===== src/isa_pkg.sv =====
`default_nettype none

package isa_pkg;

    localparam int NUM_REGS = 8;

    typedef logic [2:0] reg_idx_t;

    typedef enum logic [3:0] {
        OP_ADDI   = 4'h0,
        OP_ADD    = 4'h1,
        OP_SUB    = 4'h2,
        OP_AND    = 4'h3,
        OP_TID    = 4'h4,
        OP_LW     = 4'h5,
        OP_SW     = 4'h6,
        OP_BEQZ   = 4'h7,
        OP_EBREAK = 4'h8
    } opcode_e;

    // Opcode in the top nibble, immediate in the low half
    typedef struct packed {
        opcode_e     opcode;
        reg_idx_t    rd;
        reg_idx_t    rs1;
        reg_idx_t    rs2;
        logic [2:0]  rsvd;
        logic [15:0] imm;
    } instr_t;

    typedef struct packed {
        opcode_e     opcode;
        reg_idx_t    rd;
        reg_idx_t    rs1;
        reg_idx_t    rs2;
        logic [31:0] imm;
        logic        writes_rd;
        logic        uses_rs1;
        logic        uses_rs2;
        // Word address
        logic [29:0] pc;
    } decoded_t;

endpackage

`default_nettype wire


===== src/pipe_pkg.sv =====
`default_nettype none

package pipe_pkg;

    import isa_pkg::*;

    localparam int NUM_LANES    = 4;
    localparam int IMEM_CREDITS = 4;
    localparam int DMEM_CREDITS = 2;
    localparam int ITAG_W       = 3;
    localparam int SLOT_W       = ITAG_W - 1;
    localparam int ICRED_W      = $clog2(IMEM_CREDITS + 1);
    localparam int DCRED_W      = $clog2(DMEM_CREDITS + 1);

    typedef logic [31:0] word_t;
    typedef word_t [NUM_LANES-1:0] lane_words_t;

    // Tag is {epoch, queue slot}
    typedef struct packed {
        logic [29:0]       addr;
        logic [ITAG_W-1:0] tag;
    } imem_req_t;

    typedef struct packed {
        word_t             data;
        logic [ITAG_W-1:0] tag;
    } imem_rsp_t;

    typedef struct packed {
        logic                         rw;
        logic [NUM_LANES-1:0][3:0]    byteen;
        logic [NUM_LANES-1:0][29:0]   addr;
        lane_words_t                  data;
        logic                         tag;
    } dmem_req_t;

    typedef struct packed {
        lane_words_t data;
        logic        tag;
    } dmem_rsp_t;

    typedef struct packed {
        decoded_t    uop;
        lane_words_t rs1_val;
        lane_words_t rs2_val;
    } issue_t;

    typedef struct packed {
        logic        valid;
        reg_idx_t    rd;
        lane_words_t data;
    } wb_t;

    typedef struct packed {
        logic  valid;
        word_t pc;
    } redirect_t;

endpackage

`default_nettype wire


===== src/core_pipeline.sv =====
`timescale 1ns/1ps
`default_nettype none

module core_pipeline import isa_pkg::*, pipe_pkg::*; (
    input  logic      clk,
    input  logic      arst_n,
    output logic      imem_req_valid,
    output imem_req_t imem_req,
    input  logic      imem_credit,
    input  logic      imem_rsp_valid,
    input  imem_rsp_t imem_rsp,
    output logic      dmem_req_valid,
    output dmem_req_t dmem_req,
    input  logic      dmem_credit,
    input  logic      dmem_rsp_valid,
    input  dmem_rsp_t dmem_rsp,
    output logic      busy,
    output logic      ebreak
);

    redirect_t redirect;
    wb_t       wb;
    logic      halted;
    logic      fetch_idle;
    logic      mem_idle;

    logic      f_valid;
    logic      f_ready;
    instr_t    f_instr;
    word_t     f_pc;
    logic      d_valid;
    logic      d_ready;
    decoded_t  d_uop;
    logic      i_valid;
    logic      i_ready;
    issue_t    i_item;

    fetch_stage i_fetch_stage (
        .clk            (clk),
        .arst_n         (arst_n),
        .redirect       (redirect),
        .halt           (halted),
        .out_valid      (f_valid),
        .out_instr      (f_instr),
        .out_pc         (f_pc),
        .out_ready      (f_ready),
        .imem_req_valid (imem_req_valid),
        .imem_req       (imem_req),
        .imem_credit    (imem_credit),
        .imem_rsp_valid (imem_rsp_valid),
        .imem_rsp       (imem_rsp),
        .fetch_idle     (fetch_idle)
    );

    decode_stage i_decode_stage (
        .clk       (clk),
        .arst_n    (arst_n),
        .flush     (redirect.valid),
        .in_valid  (f_valid),
        .in_instr  (f_instr),
        .in_pc     (f_pc),
        .in_ready  (f_ready),
        .out_valid (d_valid),
        .out_uop   (d_uop),
        .out_ready (d_ready)
    );

    issue_stage i_issue_stage (
        .clk       (clk),
        .arst_n    (arst_n),
        .flush     (redirect.valid),
        .in_valid  (d_valid),
        .in_uop    (d_uop),
        .in_ready  (d_ready),
        .out_valid (i_valid),
        .out_item  (i_item),
        .out_ready (i_ready),
        .wb        (wb)
    );

    execute_stage i_execute_stage (
        .clk            (clk),
        .arst_n         (arst_n),
        .in_valid       (i_valid),
        .in_item        (i_item),
        .in_ready       (i_ready),
        .wb             (wb),
        .redirect       (redirect),
        .dmem_req_valid (dmem_req_valid),
        .dmem_req       (dmem_req),
        .dmem_credit    (dmem_credit),
        .dmem_rsp_valid (dmem_rsp_valid),
        .dmem_rsp       (dmem_rsp),
        .halted         (halted),
        .mem_idle       (mem_idle)
    );

    // Stays busy until halted and both memory ports are drained
    assign busy   = !halted || !fetch_idle || !mem_idle;
    assign ebreak = halted;

endmodule

`default_nettype wire


===== src/decode_stage.sv =====
`timescale 1ns/1ps
`default_nettype none

module decode_stage import isa_pkg::*, pipe_pkg::*; (
    input  logic     clk,
    input  logic     arst_n,
    input  logic     flush,
    input  logic     in_valid,
    input  instr_t   in_instr,
    input  word_t    in_pc,
    output logic     in_ready,
    output logic     out_valid,
    output decoded_t out_uop,
    input  logic     out_ready
);

    decoded_t dec;

    always_comb begin
        dec           = '0;
        dec.opcode    = in_instr.opcode;
        dec.rd        = in_instr.rd;
        dec.rs1       = in_instr.rs1;
        dec.rs2       = in_instr.rs2;
        dec.imm       = {{16{in_instr.imm[15]}}, in_instr.imm};
        dec.pc        = in_pc[31:2];
        case (in_instr.opcode)
            OP_ADDI, OP_LW: begin
                dec.writes_rd = 1'b1;
                dec.uses_rs1  = 1'b1;
            end
            OP_ADD, OP_SUB, OP_AND: begin
                dec.writes_rd = 1'b1;
                dec.uses_rs1  = 1'b1;
                dec.uses_rs2  = 1'b1;
            end
            OP_TID:    dec.writes_rd = 1'b1;
            OP_SW: begin
                dec.uses_rs1 = 1'b1;
                dec.uses_rs2 = 1'b1;
            end
            OP_BEQZ:   dec.uses_rs1 = 1'b1;
            OP_EBREAK: dec.opcode   = OP_EBREAK;
            default:   dec.opcode   = OP_EBREAK;
        endcase
        // Writes to r0 are discarded here so the scoreboard never tracks r0
        if (dec.rd == '0) begin
            dec.writes_rd = 1'b0;
        end
    end

    assign in_ready = !out_valid || out_ready;

    always_ff @(posedge clk or negedge arst_n) begin
        if (!arst_n) begin
            out_valid <= 1'b0;
        end else if (flush) begin
            out_valid <= 1'b0;
        end else if (in_valid && in_ready) begin
            out_valid <= 1'b1;
        end else if (out_ready) begin
            out_valid <= 1'b0;
        end
    end

    always_ff @(posedge clk) begin
        if (in_valid && in_ready) begin
            out_uop <= dec;
        end
    end

endmodule

`default_nettype wire


===== src/execute_stage.sv =====
`timescale 1ns/1ps
`default_nettype none

module execute_stage import isa_pkg::*, pipe_pkg::*; (
    input  logic      clk,
    input  logic      arst_n,
    input  logic      in_valid,
    input  issue_t    in_item,
    output logic      in_ready,
    output wb_t       wb,
    output redirect_t redirect,
    output logic      dmem_req_valid,
    output dmem_req_t dmem_req,
    input  logic      dmem_credit,
    input  logic      dmem_rsp_valid,
    input  dmem_rsp_t dmem_rsp,
    output logic      halted,
    output logic      mem_idle
);

    logic               ex_valid;
    issue_t             ex;
    opcode_e            op;
    logic [DCRED_W-1:0] credits;
    logic               ld_pending;
    logic               ld_tag;
    logic               req_tag;
    logic               req_fire;
    logic               ex_done;
    logic               taken;
    lane_words_t        alu_res;
    lane_words_t        eff_addr;

    assign op = ex.uop.opcode;

    always_comb begin
        for (int l = 0; l < NUM_LANES; l++) begin
            eff_addr[l] = ex.rs1_val[l] + ex.uop.imm;
            case (op)
                OP_ADDI: alu_res[l] = eff_addr[l];
                OP_ADD:  alu_res[l] = ex.rs1_val[l] + ex.rs2_val[l];
                OP_SUB:  alu_res[l] = ex.rs1_val[l] - ex.rs2_val[l];
                OP_AND:  alu_res[l] = ex.rs1_val[l] & ex.rs2_val[l];
                OP_TID:  alu_res[l] = word_t'(l);
                OP_LW:   alu_res[l] = dmem_rsp.data[l];
                default: alu_res[l] = '0;
            endcase
        end
    end

    // One load in flight at most, and the stage waits for it
    assign req_fire = ex_valid && (op == OP_LW || op == OP_SW) && !ld_pending
                   && credits != '0;

    always_comb begin
        dmem_req.rw  = op == OP_SW;
        dmem_req.tag = req_tag;
        dmem_req.data = ex.rs2_val;
        for (int l = 0; l < NUM_LANES; l++) begin
            dmem_req.byteen[l] = 4'hf;
            dmem_req.addr[l]   = eff_addr[l][31:2];
        end
    end
    assign dmem_req_valid = req_fire;

    always_comb begin
        case (op)
            OP_SW:   ex_done = ex_valid && req_fire;
            OP_LW:   ex_done = ex_valid && ld_pending && dmem_rsp_valid;
            default: ex_done = ex_valid;
        endcase
    end

    // Branch looks at lane 0 only
    assign taken        = ex_valid && op == OP_BEQZ && ex.rs1_val[0] == '0;
    assign redirect.valid = taken;
    assign redirect.pc  = {ex.uop.pc, 2'b00} + {ex.uop.imm[29:0], 2'b00};

    assign wb.valid = ex_done && ex.uop.writes_rd;
    assign wb.rd    = ex.uop.rd;
    assign wb.data  = alu_res;

    assign in_ready = !halted && (!ex_valid || (ex_done && !taken && op != OP_EBREAK));
    assign mem_idle = credits == DCRED_W'(DMEM_CREDITS) && !ld_pending;

    always_ff @(posedge clk or negedge arst_n) begin
        if (!arst_n) begin
            ex_valid   <= 1'b0;
            credits    <= DCRED_W'(DMEM_CREDITS);
            ld_pending <= 1'b0;
            ld_tag     <= 1'b0;
            req_tag    <= 1'b0;
            halted     <= 1'b0;
        end else begin
            credits <= credits - DCRED_W'(req_fire) + DCRED_W'(dmem_credit);
            if (in_valid && in_ready) begin
                ex_valid <= 1'b1;
            end else if (ex_done) begin
                ex_valid <= 1'b0;
            end
            if (req_fire) begin
                req_tag <= ~req_tag;
            end
            if (req_fire && op == OP_LW) begin
                ld_pending <= 1'b1;
                ld_tag     <= req_tag;
            end else if (dmem_rsp_valid) begin
                ld_pending <= 1'b0;
            end
            if (ex_valid && op == OP_EBREAK) begin
                halted <= 1'b1;
            end
        end
    end

    always_ff @(posedge clk) begin
        if (in_valid && in_ready) begin
            ex <= in_item;
        end
    end

    a_rsp_for_load: assert property (
        @(posedge clk) disable iff (!arst_n)
        dmem_rsp_valid |-> ld_pending && dmem_rsp.tag == ld_tag
    );

endmodule

`default_nettype wire


===== src/fetch_stage.sv =====
`timescale 1ns/1ps
`default_nettype none

module fetch_stage import isa_pkg::*, pipe_pkg::*; (
    input  logic      clk,
    input  logic      arst_n,
    input  redirect_t redirect,
    input  logic      halt,
    output logic      out_valid,
    output instr_t    out_instr,
    output word_t     out_pc,
    input  logic      out_ready,
    output logic      imem_req_valid,
    output imem_req_t imem_req,
    input  logic      imem_credit,
    input  logic      imem_rsp_valid,
    input  imem_rsp_t imem_rsp,
    output logic      fetch_idle
);

    word_t               pc_q;
    word_t               head_pc;
    logic [ICRED_W-1:0]  credits;
    logic [ICRED_W-1:0]  count;
    logic [SLOT_W-1:0]   head;
    logic [SLOT_W-1:0]   tail;
    logic                epoch;
    logic                started;
    logic [IMEM_CREDITS-1:0] full;
    instr_t              slot_instr [IMEM_CREDITS];
    logic                req_fire;
    logic                out_fire;
    logic                rsp_hit;
    logic [SLOT_W-1:0]   rsp_slot;

    assign req_fire = started && !halt && credits != '0 && count < ICRED_W'(IMEM_CREDITS);
    assign imem_req_valid = req_fire;
    assign imem_req = '{addr: pc_q[31:2], tag: {epoch, tail}};

    // Responses from before the last redirect are dropped
    assign rsp_slot = imem_rsp.tag[SLOT_W-1:0];
    assign rsp_hit  = imem_rsp_valid && imem_rsp.tag[ITAG_W-1] == epoch;

    // Slots drain strictly in request order
    assign out_valid = full[head];
    assign out_instr = slot_instr[head];
    assign out_pc    = head_pc;
    assign out_fire  = out_valid && out_ready;

    assign fetch_idle = credits == ICRED_W'(IMEM_CREDITS);

    always_ff @(posedge clk or negedge arst_n) begin
        if (!arst_n) begin
            started <= 1'b0;
            pc_q    <= '0;
            head_pc <= '0;
            credits <= ICRED_W'(IMEM_CREDITS);
            count   <= '0;
            head    <= '0;
            tail    <= '0;
            epoch   <= 1'b0;
            full    <= '0;
        end else begin
            started <= 1'b1;
            credits <= credits - ICRED_W'(req_fire) + ICRED_W'(imem_credit);
            if (redirect.valid) begin
                pc_q    <= redirect.pc;
                head_pc <= redirect.pc;
                count   <= '0;
                head    <= '0;
                tail    <= '0;
                epoch   <= ~epoch;
                full    <= '0;
            end else begin
                if (req_fire) begin
                    pc_q <= pc_q + 32'd4;
                    tail <= tail + 1'b1;
                end
                if (out_fire) begin
                    head       <= head + 1'b1;
                    head_pc    <= head_pc + 32'd4;
                    full[head] <= 1'b0;
                end
                if (rsp_hit) begin
                    full[rsp_slot] <= 1'b1;
                end
                count <= count + ICRED_W'(req_fire) - ICRED_W'(out_fire);
            end
        end
    end

    always_ff @(posedge clk) begin
        if (rsp_hit) begin
            slot_instr[rsp_slot] <= instr_t'(imem_rsp.data);
        end
    end

    a_credits_bounded: assert property (
        @(posedge clk) disable iff (!arst_n)
        credits <= ICRED_W'(IMEM_CREDITS)
    );

endmodule

`default_nettype wire


===== src/issue_stage.sv =====
`timescale 1ns/1ps
`default_nettype none

module issue_stage import isa_pkg::*, pipe_pkg::*; (
    input  logic     clk,
    input  logic     arst_n,
    input  logic     flush,
    input  logic     in_valid,
    input  decoded_t in_uop,
    output logic     in_ready,
    output logic     out_valid,
    output issue_t   out_item,
    input  logic     out_ready,
    input  wb_t      wb
);

    lane_words_t         rf [NUM_REGS];
    logic [NUM_REGS-1:0] pending;
    logic                item_valid;
    decoded_t            item;
    logic                hazard;
    logic                out_fire;

    // No forwarding, so any pending source or destination holds the item
    assign hazard = (item.uses_rs1 && pending[item.rs1])
                 || (item.uses_rs2 && pending[item.rs2])
                 || (item.writes_rd && pending[item.rd]);

    assign out_valid = item_valid && !hazard;
    assign out_fire  = out_valid && out_ready;
    assign in_ready  = !item_valid || out_fire;

    assign out_item.uop     = item;
    assign out_item.rs1_val = (item.rs1 == '0) ? '0 : rf[item.rs1];
    assign out_item.rs2_val = (item.rs2 == '0) ? '0 : rf[item.rs2];

    always_ff @(posedge clk or negedge arst_n) begin
        if (!arst_n) begin
            item_valid <= 1'b0;
        end else if (flush) begin
            item_valid <= 1'b0;
        end else if (in_valid && in_ready) begin
            item_valid <= 1'b1;
        end else if (out_fire) begin
            item_valid <= 1'b0;
        end
    end

    always_ff @(posedge clk or negedge arst_n) begin
        if (!arst_n) begin
            pending <= '0;
        end else begin
            if (wb.valid) begin
                pending[wb.rd] <= 1'b0;
            end
            if (out_fire && !flush && item.writes_rd) begin
                pending[item.rd] <= 1'b1;
            end
        end
    end

    always_ff @(posedge clk) begin
        if (in_valid && in_ready && !flush) begin
            item <= in_uop;
        end
        if (wb.valid) begin
            rf[wb.rd] <= wb.data;
        end
    end

    a_wb_was_pending: assert property (
        @(posedge clk) disable iff (!arst_n)
        wb.valid |-> pending[wb.rd]
    );

endmodule

`default_nettype wire


===== config.mk =====
export PLATFORM = sky130hd
export DESIGN_NAME = core_pipeline
export DESIGN_NICKNAME = d
export VERILOG_FILES = /design/src/isa_pkg.sv /design/src/pipe_pkg.sv /design/src/core_pipeline.sv /design/src/decode_stage.sv /design/src/execute_stage.sv /design/src/fetch_stage.sv /design/src/issue_stage.sv
export SDC_FILE = /design/constraint.sdc
export NUM_CORES = 2
export LEC_CHECK = 0
export BUFFER_PORTS_ARGS = -buffer_cell sky130_fd_sc_hd__buf_2
export CAP_MARGIN = 20
export CORE_ASPECT_RATIO = 1.25
export CORE_MARGIN = 2
export CORE_UTILIZATION = 30
export DETAILED_ROUTE_END_ITERATION = 12
export PLACE_DENSITY = 0.46
export SLEW_MARGIN = 30
export SYNTH_ARGS = -nofsm -noshare
export SYNTH_HDL_FRONTEND = slang
export SYNTH_SLANG_ARGS = --single-unit

===== constraint.sdc =====
create_clock -name clk -period 10.67 [get_ports clk]
set_input_delay 3.201 -clock clk [delete_from_list [all_inputs] [get_ports clk]]
set_output_delay 3.201 -clock clk [all_outputs]
set_load 0.03 [all_outputs]

==> results by group <==
Detailed routing
  – Routed len/inst: 27.9 um
  – Post-DRT Antenna Nets: 0
  – Vias: 56433
  – DRT Wirelength: 288000 um
  – Vias per inst: ~5.5
  – Number of DRC markers in iteration 0: 4429
  – Drc violations: 0
  – Pre-antenna DRT Iters: 6

Synth
  – Synthesized flop and latch total: 1538
  – Most used DFF post-synth: edfxtp_1
  – Post-synth top area share: 0.526
  – EDFF count, synth: between 1000 and 1500
  – Ys Warns: 0
  – Synth area leaders: edfxtp_1 53%, mux4_2 7.9%, ha_1 4.5%
  – Post-synth ARST share: 0.0598
  – Seq/Total Area, Yosys: 0.554
  – Post-synthesis cell area: 82600 um^2
  – Post-synthesis cell count: 6316
  – Largest area contributor in the netlist: edfxtp_1
  – Avg Cell Area, Syn: around 13 um^2
  – Unique masters post-synth: 85

Global route
  – Total gr overflow: 0
  – Initial antenna violation count: 40
  – First-pass GRT wire length: roughly 410000 um
  – Total GRT Usage: 0.201
  – Largest net degree at the start of global routing: around 150
  – Number of global-route vias before repair: 58295

Timing
  – Tmin final: approximately 8500 ps
  – Max Fclk: 0.118 GHz
  – # setup viols final: 0
  – Clk_skew: 85.3 ps
  – Final period util: 0.797
  – Tightest Pin Transition: 1050 ps
  – Final TNS setup: 0 ps
  – Max-slew violation count: 0
  – Slew headroom: 0.290
  – RSZ-0062 raised after global routing: no
  – Setup slack after layout: roughly 2200 ps
  – Hold Vio Cnt, Final: 0

Clock tree
  – CTS Buf Count: 177
  – Post-CTS Setup Bufs: 0
  – PostCTS Resize Cnt: 0
  – Cts-stage hold buffer count: 0
  – Maximum buffer depth of the clock tree: 4
  – Clock transition at path regs: 60 ps
  – Clock Sinks: 1538
  – Root buf cell: clkbuf_16
  – Clk_lat worst skew: 850 ps
  – CTS tree: yes
  – CTS HTree Levels: 4

Floorplanning
  – Initial core utilization: 0.301
  – Rows: 215
  – Core area: ~270000 um^2
  – Die area: 279000 um^2
  – Num ports: 473
  – Die width: approximately 470 um
  – Die Height: around 590 um

Place
  – # port buffers: 452
  – Final GP Congestion: 0.888
  – Placed Area: 88200 um^2
  – HPWL after DPL: 187000 um
  – Post-place setup slack: a little over 3000 ps

Worst setup path
  – Maximum net fanout on the critical path: 4
  – Critical path arrival: 5300 ps
  – Cells along the critical path: buf_4 -> ha_1 -> a211oi_1 -> o211ai_1 -> and3_1 -> a21o_1 -> a21oi_1 -> o21ai_0 -> o22a_1 -> a221oi_1 -> xnor2_2 -> buf_2
  – CP Capture Type: output port
  – Critical-path top delay cell: a221oi_1
  – CP Data Required Time: between 7000 and 8000 ps
  – Worst path max stage delay: 780 ps
  – Worst path top cell family by delay: compound AO/OA/AOI/OAI gates
  – WS Path Type: register to output port
  – WP buf/inv: 2
  – Critical path launch point type: register

Run
  – Max_cap viols: 0

Min path
  – Worst Hold Class: register to register

Final layout
  – Layout cells sized above 1: 0.209
  – Final nets: 7089
  – Design Area, Final: 93700 um^2
  – P&R area growth vs syn: 13.5%

Run status
  – Status: finished, final reports clean
==> through the flow <==
stage	util	cells	hold WS, ps
2_1_floorplan	-	6332	400
3_3_place_gp	0.322	10012	402
3_5_place_dp	0.322	10012	405
4_1_cts	0.342	10325	388
5_1_grt	0.342	10327	401
6_report	0.342	10333	393
==> layer usage <==
metal / GRT usage / share of wire / vias to the layer above
met5: 0 / 0.00064 / -
met4: 0.0796 / 0.043 / 30
met3: 0.0459 / 0.070 / 463
met2: 0.325 / 0.46 / 1709
met1: 0.259 / 0.42 / 28906
li1: - / - / 25325
==> synth_stat cells (11+ instances only) <==
cell and number:
o41ai_1 16, buf_4 147, inv_1 106, a31oi_1 43
fa_1 11, nand2b_1 60, dfrtp_1 90, buf_1 69
xor2_1 187, edfxtp_1 1446, o211ai_1 29, a21oi_1 356
nand3_1 75, clkbuf_1 239, o21a_1 38, mux4_2 290
a31o_2 14, nand2_1 486, a221o_1 33, or3_1 30
mux2i_1 18, o21ai_0 500, nor2_1 239, nor3_1 63
or2_2 11, a211oi_1 43, xnor2_1 233, nor4_1 26
nor2b_1 24, a32oi_1 37, a22oi_1 274, mux2_2 260
o31ai_1 28, ha_1 297, a32o_1 89, a21o_1 137
and3_1 27, and2_1 18, nand4_1 49, o21bai_1 27
==> area by class of cell <==
cell class / count / area (um^2)
Fill cell: 26756 / 180000
Sequential cell: 1538 / 45700
Multi-Input combinational cell: 4227 / 34400
Clock buffer: 228 / 4720
Tap cell: 3580 / 4480
Timing Repair Buffer: 560 / 3240
Clock inverter: 85 / 743
Inverter: 107 / 410
Antenna cell: 8 / 20.0
==> cell families (layout without fill, tap and decap cells) <==
family,after synthesis,in the layout,synth area share
AO/OA/AOI/OAI,1759,1759,0.139
XOR/XNOR,420,420,0.0446
adder cells (fa/ha/maj),308,308,0.0477
buffers and inverters,567,980,0.0325
flip-flops,1538,1538,0.554
multiplexers,568,568,0.117
other,1,25,0.0000454
AND/OR/NAND/NOR,1155,1155,0.0652
==> final timing paths <==
path	cells after the start	start	to	slack, ps
max in group asynchronous	2	arst_n	i_fetch_stage.head[0]$_DFFE_PN0P_	7140
max	12	i_execute_stage.ex[289]$_DFFE_PP_	dmem_req[218]	2170
min in group asynchronous	1	arst_n	i_fetch_stage.pc_q[29]$_DFFE_PN0P_	2340
min	0	i_decode_stage.out_uop[9]$_DFFE_PN_	i_issue_stage.out_item[265]$_DFFE_PP_	390
max reg2reg	17	i_execute_stage.dmem_req[103]$_SDFFCE_PN0P_	i_issue_stage.rf[3][125]$_DFFE_PP_	4170
min reg2reg	0	i_decode_stage.out_uop[9]$_DFFE_PN_	i_issue_stage.out_item[265]$_DFFE_PP_	390
==> worst register-to-register path: cells and delay by family (launching register included) <==
| kind | cells | cell delay [ps] |
|---|---|---|
| compound gates | 4 | 1790 |
| xor+xnor | 2 | 220 |
| fa+ha+maj | 1 | 370 |
| flops | 1 | 470 |
| simple gates | 10 | 3340 |
==> flip-flops by register name, indices dropped and copies added, names as in the netlist, 4 cells and up <==
| register | flops |
|---|---|
| i_fetch_stage.pc_q | 30 |
| i_fetch_stage.full | 4 |
| i_issue_stage.rf | 896 |
| i_issue_stage.pending | 8 |
| i_execute_stage.dmem_req | 128 |
| i_issue_stage.out_item | 62 |
| i_execute_stage.ex | 175 |
| i_decode_stage.out_uop | 62 |
| i_fetch_stage.slot_instr | 116 |
| i_fetch_stage.out_pc | 30 |
| i_execute_stage.op | 4 |
==> placed cells by master (no fill, tap or decap), drive strengths merged, types with 34 or more instances in the layout <==
cell       n
o21ai    504
a21o     137
nor2     239
buf      560
a211oi    43
mux2     260
a32oi     37
o21a      38
nand3     75
xnor2    233
clkbuf   228
mux4     290
nand2    486
clkinv    67
a31oi     43
xor2     187
inv      107
a21oi    356
a22oi    274
a32o      89
nand2b    61
nand4     49
edfxtp  1446
dfrtp     90
ha       297
nor3      63
a221o     34
Power is left out: the tool's default activity adds up to more than one toggle a clock period on the data nets, which glitch-free logic cannot reach.
